## config.mk

```make
export PLATFORM = sky130hd
export DESIGN_NAME = execute_stage_flat
export DESIGN_NICKNAME = d
export VERILOG_FILES = /design/src/logic/pipeline_pkg.sv /design/src/logic/result_if.sv /design/src/logic/execute_stage.sv /design/src/flat_wrapper.sv
export SDC_FILE = /design/constraint.sdc
export NUM_CORES = 1
export LEC_CHECK = 0
export BUFFER_PORTS_ARGS = -buffer_cell sky130_fd_sc_hd__buf_2
export CORE_AREA = 2 2 207 209
export DETAILED_ROUTE_END_ITERATION = 7
export DIE_AREA = 0 0 209 211
export PLACE_DENSITY = 0.61
export SYNTH_ARGS = -nofsm -noshare
export SYNTH_HDL_FRONTEND = slang
export SYNTH_SLANG_ARGS = --single-unit
```

## constraint.sdc

```tcl
create_clock -name clock -period 9.1 [get_ports clock]
set_input_delay 1.82 -clock clock [delete_from_list [all_inputs] [get_ports clock]]
set_output_delay 1.82 -clock clock [all_outputs]
set_load 0.01 [all_outputs]
```

## src/logic/pipeline_pkg.sv

```systemverilog
`default_nettype none

package pipeline_pkg;

  localparam int xlen = 32;
  localparam int reg_count = 16;

  typedef logic [$clog2(reg_count)-1:0] reg_addr_t;
  typedef logic [xlen-1:0] data_t;

  typedef enum logic [3:0] {
    nop    = 4'd0,
    add    = 4'd1,
    sub    = 4'd2,
    and_op = 4'd3,
    or_op  = 4'd4,
    xor_op = 4'd5,
    addi   = 4'd6,
    load   = 4'd7,
    store  = 4'd8
  } opcode_t;

  typedef struct packed {
    opcode_t   op;
    reg_addr_t rd;
    reg_addr_t rs1;
    reg_addr_t rs2;
    data_t     imm;
  } instr_t;

  // after execute, rdata1 carries the alu result or the memory address
  typedef struct packed {
    logic   valid;
    instr_t instr;
    data_t  rdata1;
    data_t  rdata2;
  } slot_t;

  localparam slot_t init_slot = '{
    valid: 1'b0,
    instr: '{op: nop, rd: '0, rs1: '0, rs2: '0, imm: '0},
    rdata1: '0,
    rdata2: '0
  };

  function automatic logic uses_rs1(input opcode_t op);
    return op inside {add, sub, and_op, or_op, xor_op, addi, load, store};
  endfunction

  function automatic logic uses_rs2(input opcode_t op);
    return op inside {add, sub, and_op, or_op, xor_op, store};
  endfunction

  function automatic logic writes_rd(input opcode_t op);
    return op inside {add, sub, and_op, or_op, xor_op, addi, load};
  endfunction

endpackage

`default_nettype wire

```

## src/logic/result_if.sv

```systemverilog
`timescale 1ns/10ps
`default_nettype none

interface result_if;

  logic                    wen0;
  pipeline_pkg::reg_addr_t waddr0;
  pipeline_pkg::data_t     wdata0;
  logic                    wen1;
  pipeline_pkg::reg_addr_t waddr1;
  pipeline_pkg::data_t     wdata1;
  // slot 0 value still on its way from memory
  logic                    load0;

  modport source (output wen0, waddr0, wdata0, wen1, waddr1, wdata1, load0);
  modport sink (input wen0, waddr0, wdata0, wen1, waddr1, wdata1, load0);

endinterface

`default_nettype wire

```

## src/logic/execute_stage.sv

```systemverilog
`timescale 1ns/10ps
`default_nettype none

module execute_stage (
  input wire                 clock,
  input wire                 reset,
  input wire pipeline_pkg::slot_t slot0_in,
  input wire pipeline_pkg::slot_t slot1_in,
  output pipeline_pkg::slot_t slot0_q,
  output pipeline_pkg::slot_t slot1_q,
  result_if.source           exec_res
);

  pipeline_pkg::slot_t slot0_d;
  pipeline_pkg::slot_t slot1_d;

  function automatic pipeline_pkg::data_t alu(input pipeline_pkg::slot_t s);
    pipeline_pkg::data_t res;
    case (s.instr.op)
      pipeline_pkg::add:    res = s.rdata1 + s.rdata2;
      pipeline_pkg::sub:    res = s.rdata1 - s.rdata2;
      pipeline_pkg::and_op: res = s.rdata1 & s.rdata2;
      pipeline_pkg::or_op:  res = s.rdata1 | s.rdata2;
      pipeline_pkg::xor_op: res = s.rdata1 ^ s.rdata2;
      // addi and the memory address share the adder
      pipeline_pkg::addi,
      pipeline_pkg::load,
      pipeline_pkg::store:  res = s.rdata1 + s.instr.imm;
      default:              res = '0;
    endcase
    return res;
  endfunction

  always_comb begin
    slot0_d = slot0_in;
    slot0_d.rdata1 = alu(slot0_in);
    slot1_d = slot1_in;
    slot1_d.rdata1 = alu(slot1_in);

    exec_res.wen0 = slot0_in.valid && pipeline_pkg::writes_rd(slot0_in.instr.op) &&
                    slot0_in.instr.rd != '0;
    exec_res.waddr0 = slot0_in.instr.rd;
    exec_res.wdata0 = slot0_d.rdata1;
    exec_res.load0 = slot0_in.valid && slot0_in.instr.op == pipeline_pkg::load;
    exec_res.wen1 = slot1_in.valid && pipeline_pkg::writes_rd(slot1_in.instr.op) &&
                    slot1_in.instr.rd != '0;
    exec_res.waddr1 = slot1_in.instr.rd;
    exec_res.wdata1 = slot1_d.rdata1;
  end

  always_ff @(posedge clock) begin
    if (!reset) begin
      slot0_q <= pipeline_pkg::init_slot;
      slot1_q <= pipeline_pkg::init_slot;
    end else begin
      slot0_q <= slot0_d;
      slot1_q <= slot1_d;
    end
  end

endmodule

`default_nettype wire

```

## src/flat_wrapper.sv

```systemverilog
// flat-port wrapper written by rule: the top's interface ports become plain ports
module execute_stage_flat 
  (clock, reset, slot0_in, slot1_in, slot0_q, slot1_q, exec_res_wen0, exec_res_waddr0, exec_res_wdata0, exec_res_wen1, exec_res_waddr1, exec_res_wdata1, exec_res_load0);
  result_if exec_res_i ();
  input wire clock;
  input wire reset;
  input wire pipeline_pkg::slot_t slot0_in;
  input wire pipeline_pkg::slot_t slot1_in;
  output pipeline_pkg::slot_t slot0_q;
  output pipeline_pkg::slot_t slot1_q;
  output wire logic [$bits(exec_res_i.wen0)-1:0] exec_res_wen0;
  output wire logic [$bits(exec_res_i.waddr0)-1:0] exec_res_waddr0;
  output wire logic [$bits(exec_res_i.wdata0)-1:0] exec_res_wdata0;
  output wire logic [$bits(exec_res_i.wen1)-1:0] exec_res_wen1;
  output wire logic [$bits(exec_res_i.waddr1)-1:0] exec_res_waddr1;
  output wire logic [$bits(exec_res_i.wdata1)-1:0] exec_res_wdata1;
  output wire logic [$bits(exec_res_i.load0)-1:0] exec_res_load0;
  assign exec_res_wen0 = exec_res_i.wen0;
  assign exec_res_waddr0 = exec_res_i.waddr0;
  assign exec_res_wdata0 = exec_res_i.wdata0;
  assign exec_res_wen1 = exec_res_i.wen1;
  assign exec_res_waddr1 = exec_res_i.waddr1;
  assign exec_res_wdata1 = exec_res_i.wdata1;
  assign exec_res_load0 = exec_res_i.load0;
  execute_stage u_core (.clock(clock), .reset(reset), .slot0_in(slot0_in), .slot1_in(slot1_in), .slot0_q(slot0_q), .slot1_q(slot1_q), .exec_res(exec_res_i));
endmodule
```

==> flow_metrics.py, run 1 <==
metrics = {
    "yosys": {
        "synth_cell_type_count": 75,
        "ys_ff_latch": 226,
        "yosysSeqAreaShare_pct": 30.4,
        "synth_area_sq_um": 14900,
        "yosysWarnings": 0,
        "syn_nets": 2237,
        "avgSynthCellArea_sq_um": 8.25,
        "synth-edff-count": 0,
        "synthFlopType": "dfxtp_1",
        "syn_inst": 1803,
        "async_reset_ff_share_pct": 0,
    },
    "place": {
        "placed_cell_area_sq_um": 18000,
        "dpl.hpwl_um": 46300,
        "place_congestion": 0.944,
        "post-place-ws_ns": 0.657,
        "dp.cells": 2793,
        "portBuffers": 528,
    },
    "floorplanning": {
        "pin_count": 529,
        "die_y_um": 211,
        "row_count": 75,
        "core-area_sq_um": 41800,
        "start_util_pct": 35.6,
        "die_area_sq_um": 44100,
        "chipWidth_um": 209,
    },
    "detailed_routing": {
        "routed_via_density": 5.39,
        "num_vias": 15300,
        "drc": 0,
        "drtIter0Drc": 1169,
        "ant_nets": 0,
        "wire_per_inst_um": 20.4,
        "firstDrtPassIters": 7,
        "routed_wl_um": 57900,
    },
    "clocking": {
        "cts-root-buf": "clkbuf_16",
        "clk_pin_slew_ns": 0.05,
        "hold_buffers": 0,
        "post_cts_resized": 0,
        "cts_tree": "done",
        "cts_max_level": 1,
        "clk_path_buf_depth": 3,
        "clock_sinks": 226,
        "cts_setup_buffers": 0,
        "numCtsBuffers": 25,
    },
    "timing": {
        "finalSetupViolCount": 0,
        "fin_ws_ns": 0.618,
        "post-route-min-period_ns": 8.48,
        "post-route-period-util_pct": 93.2,
        "slew_headroom_pct": 21.0,
        "fmax_mhz": 118,
        "worst_pin_slew_ns": 1.18,
        "fin_tns_setup_ns": 0,
        "rsz0062_at_grt": "no",
        "report.final.slew_viol_count": 0,
        "hold_violations": 0,
    },
    "setup_path": {
        "setup.worst_path.class": "primary input to output pin",
        "startpoint": "slot0_in[0]",
        "cp_max_fo": 8,
        "critPathArrivalTime_ns": 6.66,
        "cp.required_ns": 7.28,
        "cp-start-kind": "primary input",
        "end_kind": "output pin",
    },
    "cells_and_area": {
        "area_delta_synth_final_pct": 26.4,
        "fin_area_sq_um": 18800,
        "seq_area_sq_um": 4520,
        "fillers": 4214,
        "fin_nets": 2715,
        "drive_gt1_share_pct": 27.0,
        "multi_input_area_sq_um": 9410,
        "fin_cells": 2836,
    },
    "grt": {
        "overflow": 0,
        "grt_use_total_pct": 25.1,
        "grt_pass1_vias": 15000,
        "grt_pass1_wl_um": 87200,
        "antenna_found_initial": 5,
        "grt_max_degree": 90,
    },
    "power": {
        "peakVddDrop_mv": 0.152,
        "powerDensity_nw_per_um2": 160,
        "p_leak_nw": 9.62,
    },
    "flow_run": {
        "maxCapViolations": 0,
    },
    "min_path": {
        "worstHoldStart": "slot0_in[100]",
        "worstHoldPathType": "primary input to flop",
    },
    "outcome": {
        "status": "completed",
    },
}
stage by stage:
step | hold WS (ns) | utilization [%] | power (W)
global placement | 2.02 | 43.1 | 0.00203
CTS | 1.46 | 45.0 | 0.00304
detailed placement | 2.03 | 43.1 | 0.00204
finish | 1.49 | 45.0 | 0.00302
global route | 1.47 | 45.0 | 0.00317
floorplan | 1.94 | - | 0.00165
routing by layer:
metal  routed length (um)  GRT usage [%]  part of all wire [%]
met1                23600           29.5                    41
met2                28600           45.6                    49
met3                 3760           4.52                   6.5
met4                 2020           9.21                   3.5
met5                   24              0                 0.041
final timing paths:
path,to,slack [ns],cells after the start
worst max-delay path,exec_res_wdata0[29],0.62,21
worst min-delay path,u_core.slot0_q[100],1.49,2
state kept, by name, summed over array words and instances (netlist names):
signal	count
u_core.slot0_q	113
u_core.slot1_q	113
power by group:
part	internal (W)	switching, W	leakage [nW]	total (W)
logic	0.000374	0.000581	7.36	0.000955
clock network	0.000587	0.000402	0.387	0.000989
registers	0.00106	0.0000155	1.88	0.00107
total	0.00202	0.000998	9.62	0.00302
placed cells by master, fill, tap and decap left out, drive strengths merged, types with 10 or more instances in the layout:
master,synthesis,final
buf,8,552
o21ai,125,125
clkbuf,93,34
xnor2,33,33
and2,159,159
nor2b,10,10
nand3,23,23
nand4,20,20
dfxtp,226,226
a31oi,15,15
a221oi,50,50
a21o,28,28
o211ai,11,11
nor4,14,14
nand2,85,85
a221o,38,38
a222oi,14,14
nor2,176,176
ha,204,204
a21oi,89,89
xor2,23,23
o21bai,10,10
and3,17,17
nand2b,10,10
or3,15,15
nor3,50,50
inv,154,154
o31ai,10,10
synth_stat cells, types with 8 or more instances:
| library cell | instances | area (sq um) |
|---|---|---|
| a221oi_1 | 49 | 429 |
| nor4_1 | 11 | 68.8 |
| xnor2_1 | 33 | 289 |
| nand2_1 | 85 | 319 |
| o21ai_0 | 123 | 616 |
| nand4_1 | 20 | 125 |
| a221o_1 | 38 | 380 |
| o31ai_1 | 10 | 75.1 |
| buf_4 | 8 | 60.1 |
| o211ai_1 | 11 | 82.6 |
| o21bai_1 | 10 | 75.1 |
| clkbuf_1 | 93 | 349 |
| nor3_1 | 48 | 240 |
| nor2_1 | 175 | 657 |
| nand2b_1 | 9 | 56.3 |
| a31oi_1 | 15 | 93.8 |
| a222oi_1 | 14 | 140 |
| and3_1 | 17 | 106 |
| dfxtp_1 | 226 | 4520 |
| inv_1 | 152 | 571 |
| nor2b_1 | 10 | 62.6 |
| ha_1 | 204 | 2550 |
| a21o_1 | 28 | 210 |
| nand3_1 | 23 | 115 |
| a21oi_1 | 89 | 445 |
| xor2_1 | 23 | 201 |
| or3_1 | 14 | 87.6 |
| and2_1 | 159 | 995 |
cells by family (layout without fill, tap and decap cells):
family	Yosys count	after routing	synth area share (%)
AO/OA/AOI/OAI	443	443	20.2
XOR/XNOR	56	56	3.30
adder cells (fa/ha/maj)	206	206	17.4
buffers and inverters	255	747	6.63
flip-flops	226	226	30.4
multiplexers	6	6	0.404
other	0	2	0
AND/OR/NAND/NOR	611	611	21.6
worst max-delay path, cell delays in order:
cell and delay, ns:
buf_2 0.13, inv_1 0.13, ha_1 0.23, nand3_1 0.13, or3_1 0.40, or3_1 0.36
or3_1 0.36, nor3_1 0.21, nor3_1 0.08, a221o_1 0.29, ha_1 0.39, and4_1 0.24
nand2b_1 0.09, o22ai_1 0.07, a211oi_1 0.21, o31ai_1 0.21, a211oi_1 0.57, o21ai_0 0.24
mux2i_1 0.23, nand2_1 0.08, buf_2 0.16
area by class of cell:
type / instances / share of cell area [%]
multi-input combinational: 1322 / 50.0
sequential: 226 / 24.1
timing repair buffer: 552 / 15.0
clock buffer: 34 / 3.72
tap: 539 / 3.59
inverter: 154 / 3.07
clock inverter: 7 / 0.466
antenna: 2 / 0.0266
(Power assumes the default switching activity.)
==> run 2: changes to the inputs <==
--- a/config.mk
+++ b/config.mk
@@ -7,8 +7,10 @@
 export LEC_CHECK = 0
 export BUFFER_PORTS_ARGS = -buffer_cell sky130_fd_sc_hd__buf_2
 export CORE_AREA = 2 2 207 209
+export CTS_BUF_LIST = sky130_fd_sc_hd__clkbuf_4 sky130_fd_sc_hd__clkbuf_8
 export DETAILED_ROUTE_END_ITERATION = 7
 export DIE_AREA = 0 0 209 211
+export GPL_TIMING_DRIVEN = 0
 export PLACE_DENSITY = 0.61
 export SYNTH_ARGS = -nofsm -noshare
 export SYNTH_HDL_FRONTEND = slang
==> run 2 against run 1 <==
Against the previous run:
- combinational power increased by 2.6%
- die area is the same
- non-clock buffer count grew 78
- maximum frequency down 4.5%
- worst hold slack worse by 0.064 ns
- sequential power about the same
- critical path depth grew 1
- flip-flop and latch count stayed put
- sequential share of layout area fell by 0.46 points
- clock power rose by 4%
- critical path type unchanged
- critical endpoint unchanged
- largest cell class unchanged
==> flow_metrics.py, run 2 (synthesis gave the netlist of run 1 again) <==
metrics = {
    "timing": {
        "slew_headroom_pct": 17.7,
        "post-route-period-util_pct": 97.6,
        "report.final.slew_viol_count": 0,
        "finalSetupViolCount": 0,
        "worst_pin_slew_ns": 1.23,
        "rsz0062_at_grt": "no",
        "post-route-min-period_ns": 8.88,
        "fmax_mhz": 113,
        "fin_ws_ns": 0.222,
        "hold_ws_ns": 1.42,
        "hold_violations": 0,
    },
    "floorplanning": {
        "die_y_um": 211,
        "die_area_sq_um": 44100,
        "pin_count": 529,
        "start_util_pct": 35.6,
        "chipWidth_um": 209,
        "row_count": 75,
        "core-area_sq_um": 41800,
    },
    "detailed_routing": {
        "drc": 0,
        "firstDrtPassIters": 5,
        "ant_nets": 0,
        "wl_met1_um": 25500,
        "top_layer": "met5",
        "drtIter0Drc": 1421,
        "routed-wl-met2_um": 32100,
        "num_vias": 15900,
        "routed_wl_um": 65600,
        "wire_per_inst_um": 22.2,
        "wl_met3_um": 4930,
        "routed_via_density": 5.38,
    },
    "setup_path": {
        "cp.required_ns": 7.28,
        "cp_max_fo": 8,
        "crit_chain": "buf_2 > inv_1 > ha_1 > nand3_1 > or3_1 > or3_1 > or3_1 > nor3_1 > nor3_1 > a221o_1 > ha_1 > clkbuf_1 > and4_1 > nand2b_1 > o22ai_1 > a211oi_1 > o31ai_2 > a211oi_2 > o21ai_0 > mux2i_1 > nand2_1 > buf_2",
        "end_kind": "output pin",
        "crit_family": "simple AND/OR/NAND/NOR gates",
        "path_buf_inv": 4,
        "crit_top_cell": "or3_1",
        "worst_path_max_delay_cell": "or3_1",
        "critPathArrivalTime_ns": 7.06,
        "cp-start-kind": "primary input",
        "setup.worst_path.class": "primary input to output pin",
        "slowest_delay_ns": 0.48,
    },
    "clocking": {
        "hold_buffers": 0,
        "clk_path_buf_depth": 3,
        "cts_max_level": 2,
        "clk_pin_slew_ns": 0.07,
        "cts_tree": "done",
        "cts-root-buf": "clkbuf_8",
        "clock_sinks": 226,
        "numCtsBuffers": 40,
    },
    "grt": {
        "grt_use_total_pct": 28.8,
        "overflow": 0,
        "antenna_found_initial": 17,
        "grt_pass1_wl_um": 96000,
        "grt_pass1_vias": 16100,
        "grt_max_degree": 11,
    },
    "power": {
        "peakVddDrop_mv": 0.112,
        "powerDensity_nw_per_um2": 161,
        "p_leak_nw": 9.75,
    },
    "cells_and_area": {
        "top_regs": "u_core.slot0_q x113, u_core.slot1_q x113",
        "final_util_pct": 45.9,
        "fin_nets": 2808,
        "area_delta_synth_final_pct": 28.8,
        "final_common_cell": "buf_2",
        "fin_cells": 2951,
        "drive_gt1_share_pct": 27.1,
        "final_cell_mix": "buf_2 (525), dfxtp_1 (226), ha_1 (204)",
    },
    "flow_run": {
        "maxCapViolations": 0,
    },
    "min_path": {
        "worstHoldPathType": "primary input to flop",
    },
    "place": {
        "portBuffers": 525,
        "place_congestion": 0.960,
        "dp.cells": 2868,
        "post-place-ws_ns": -0.478,
        "dpl.hpwl_um": 53300,
    },
    "outcome": {
        "status": "completed",
    },
}
==> run 2: changes by cell type in the layout (fill, tap and decap cells not counted), moves of 2 or more <==
cell       before  now
buf_2         527  525
buf_4          25   13
clkbuf_1        5   85
clkbuf_16      25    0
clkbuf_2        0    7
clkbuf_4        0   12
clkbuf_8        4   51
clkinv_4        0    2
diode_2         2    8
nor3_1         46   48
nor3_2          4    2
==> run 2: through the flow <==
step / TNS [ns] / instance area, sq um / total power [W]
after floorplan: 0 / 14900 / 0.00165
after global placement: -2.85 / 18200 / 0.00205
after detailed placement: -3.16 / 18200 / 0.00206
after CTS: 0 / 19100 / 0.00310
after global routing: 0 / 19200 / 0.00324
final: 0 / 19200 / 0.00309
==> run 2: per-layer routing <==
layer / GRT usage, % / up-vias
met2: 51.6 / 707
li1: - / 7506
met5: 0 / -
met4: 14.2 / 14
met3: 5.98 / 159
met1: 32.5 / 7481
==> run 2: where the power goes <==
part	internal, W	switching, W
Sequential	0.00106	0.0000162
Clock	0.000584	0.000449
Combinational	0.000375	0.000605
Total	0.00202	0.00107
==> run 2: area by class of cell <==
type,instances,area (sq um)
repair buffers,530,2670
clock inverters,9,86.3
well taps,539,674
clock buffers,63,792
diodes,8,20.0
flip-flops and latches,226,4520
fillers,4274,22600
multi-input cells,1322,9420
inverters,154,578
plain buffers,100,414
==> run 2: final timing paths <==
kind                           from                   to  slack, ns  cells after the start
worst max-delay path    slot0_in[0]  exec_res_wdata0[29]       0.22                     22
worst min-delay path  slot0_in[103]  u_core.slot0_q[103]       1.42                      2
==> run 2: repair_timing <==
action / 4_1_cts / 5_1_grt
setup buffers: 0 / 4
gates resized for setup: 5 / 16
hold endpoints to repair: 0 / 0
endpoints found under the setup margin: 17 / 20
==> run 3: changes to the inputs <==
--- a/config.mk
+++ b/config.mk
@@ -7,10 +7,9 @@
 export LEC_CHECK = 0
 export BUFFER_PORTS_ARGS = -buffer_cell sky130_fd_sc_hd__buf_2
 export CORE_AREA = 2 2 207 209
-export CTS_BUF_LIST = sky130_fd_sc_hd__clkbuf_4 sky130_fd_sc_hd__clkbuf_8
+export CTS_BUF_LIST = sky130_fd_sc_hd__clkbuf_8 sky130_fd_sc_hd__clkbuf_16
 export DETAILED_ROUTE_END_ITERATION = 7
 export DIE_AREA = 0 0 209 211
-export GPL_TIMING_DRIVEN = 0
 export PLACE_DENSITY = 0.61
 export SYNTH_ARGS = -nofsm -noshare
 export SYNTH_HDL_FRONTEND = slang
==> run 3 against run 2 <==
Against the previous run:
- cell area down 1.9%
- critical path depth down 3
- highest routed layer unchanged
- wire length down 12%
- power down 2.4%
- core utilization down 0.88 points
- sequential share of layout area up 0.46 points
- critical path type unchanged
==> flow_metrics.py, run 3 (synthesis gave the netlist of run 1 again) <==
metrics = {
    "outcome": {
        "status": "completed",
    },
    "cells_and_area": {
        "fin_nets": 2715,
        "drive_gt1_share_pct": 27.0,
        "area_delta_synth_final_pct": 26.4,
        "multi_input_area_sq_um": 9410,
        "top_regs": "u_core.slot0_q x113, u_core.slot1_q x113",
        "seq_area_sq_um": 4520,
        "fin_area_sq_um": 18800,
        "final_util_pct": 45.0,
        "final_common_cell": "buf_2",
        "final_cell_mix": "buf_2 (527), dfxtp_1 (226), ha_1 (204)",
        "fillers": 4214,
        "fin_cells": 2836,
    },
    "place": {
        "placed_cell_area_sq_um": 18000,
        "place_congestion": 0.944,
        "dp.cells": 2793,
        "portBuffers": 528,
        "dpl.hpwl_um": 46300,
    },
    "clocking": {
        "clk_pin_slew_ns": 0.05,
        "cts_tree": "done",
        "cts_setup_buffers": 0,
        "hold_buffers": 0,
        "clock_sinks": 226,
        "post_cts_resized": 0,
        "cts_max_level": 1,
        "numCtsBuffers": 25,
        "cts-root-buf": "clkbuf_16",
        "clk_path_buf_depth": 3,
    },
    "timing": {
        "slew_headroom_pct": 22.8,
        "hold_violations": 0,
        "post-route-period-util_pct": 93.6,
        "worst_pin_slew_ns": 1.16,
        "rsz0062_at_grt": "no",
        "finalSetupViolCount": 0,
        "report.final.slew_viol_count": 0,
        "post-route-min-period_ns": 8.52,
        "fmax_mhz": 117,
        "fin_tns_setup_ns": 0,
    },
    "grt": {
        "antenna_found_initial": 5,
        "overflow": 0,
        "grt_use_total_pct": 25.1,
        "grt_pass1_vias": 15000,
        "grt_pass1_wl_um": 87200,
        "grt_max_degree": 90,
    },
    "setup_path": {
        "slowest_delay_ns": 0.66,
        "cp-endpoint": "exec_res_wdata0[29]",
        "startpoint": "slot0_in[0]",
        "cp_num_cells": 19,
        "end_kind": "output pin",
        "cp.required_ns": 7.28,
        "critPathArrivalTime_ns": 6.70,
        "setup.worst_path.class": "primary input to output pin",
        "path_buf_inv": 3,
        "crit_top_cell": "or3_1",
        "cp_max_fo": 8,
        "worst_path_max_delay_cell": "o31ai_1",
        "crit_chain": "buf_2 > inv_1 > ha_1 > nand3_1 > or3_1 > or3_1 > or3_1 > nor3_1 > nor3_1 > a221o_1 > ha_1 > and4_1 > nand2b_1 > o31ai_1 > a211oi_1 > o21ai_0 > mux2i_1 > nand2_1 > buf_2",
        "cp-start-kind": "primary input",
        "crit_family": "simple AND/OR/NAND/NOR gates",
    },
    "floorplanning": {
        "row_count": 75,
        "die_area_sq_um": 44100,
        "start_util_pct": 35.6,
        "die_y_um": 211,
        "core-area_sq_um": 41800,
        "pin_count": 529,
        "chipWidth_um": 209,
    },
    "power": {
        "powerDensity_nw_per_um2": 160,
        "p_sw_share_pct": 33.2,
        "seq_power_share_pct": 35.6,
        "clockPowerShare_pct": 32.7,
        "total_power_w": 0.00301,
        "combPwrFrac_pct": 31.7,
        "internal-power_w": 0.00201,
        "p_leak_nw": 9.64,
        "peakVddDrop_mv": 0.152,
        "p_switching_w": 0.00100,
    },
    "min_path": {
        "worstHoldStart": "slot0_in[100]",
        "worstHoldPathType": "primary input to flop",
    },
    "detailed_routing": {
        "num_vias": 15300,
        "ant_nets": 0,
        "routed_via_density": 5.40,
        "routed_wl_um": 58000,
        "firstDrtPassIters": 6,
        "wire_per_inst_um": 20.4,
        "drc": 0,
        "drtIter0Drc": 1129,
    },
    "flow_run": {
        "maxCapViolations": 0,
    },
}
[run 3: cell types whose count changed in the layout (fill, tap and decap cells not counted), moves of 5 or more]
cell,change
clkbuf_1,-85
clkbuf_8,-47
clkbuf_16,+25
buf_4,+12
clkbuf_4,-12
clkbuf_2,-7
diode_2,-6
inv_1,+5
[run 3: metrics by stage]
step / hold WS, ns / setup slack (ns)
3_5_place_dp: 2.03 / 0.657
5_1_grt: 1.47 / 0.140
6_report: 1.48 / 0.579
2_1_floorplan: 1.94 / 1.44
4_1_cts: 1.46 / 0.634
3_3_place_gp: 2.02 / 0.707
[run 3: worst min-delay path by stage]
stage                     cells past startpoint  slack, ns                   to
final                                         2       1.48  u_core.slot0_q[100]
after global routing                          2       1.47   u_core.slot0_q[98]
after CTS                                     2       1.46  u_core.slot0_q[100]
after detailed placement                      2       2.03   u_core.slot0_q[99]
after global placement                        2       2.02   u_core.slot0_q[97]
after floorplan                               1       1.94  u_core.slot0_q[104]
[run 3: per-layer routing]
metal	vias up	track usage, %	share of wire (%)
met5	-	0	0.041
met4	4	9.21	3.5
met3	113	4.45	6.8
met2	646	45.6	49
met1	7273	29.6	40
li1	7284	-	-
[run 3: final cells by class]
class,instances,area share [%]
diodes,2,0.0266
clock buffers,29,3.62
clock inverters,12,0.565
inverters,154,3.07
multi-input cells,1322,50.0
flip-flops and latches,226,24.1
well taps,539,3.59
repair buffers,552,15.0
[run 3: power groups by stage]
stage / Clock [W] / Combinational, W / Sequential (W)
2_1_floorplan: 0 / 0.000516 / 0.00113
3_3_place_gp: 0 / 0.000937 / 0.00109
3_5_place_dp: 0 / 0.000946 / 0.00109
4_1_cts: 0.00101 / 0.000952 / 0.00107
5_1_grt: 0.00105 / 0.00104 / 0.00108
6_report: 0.000985 / 0.000954 / 0.00107
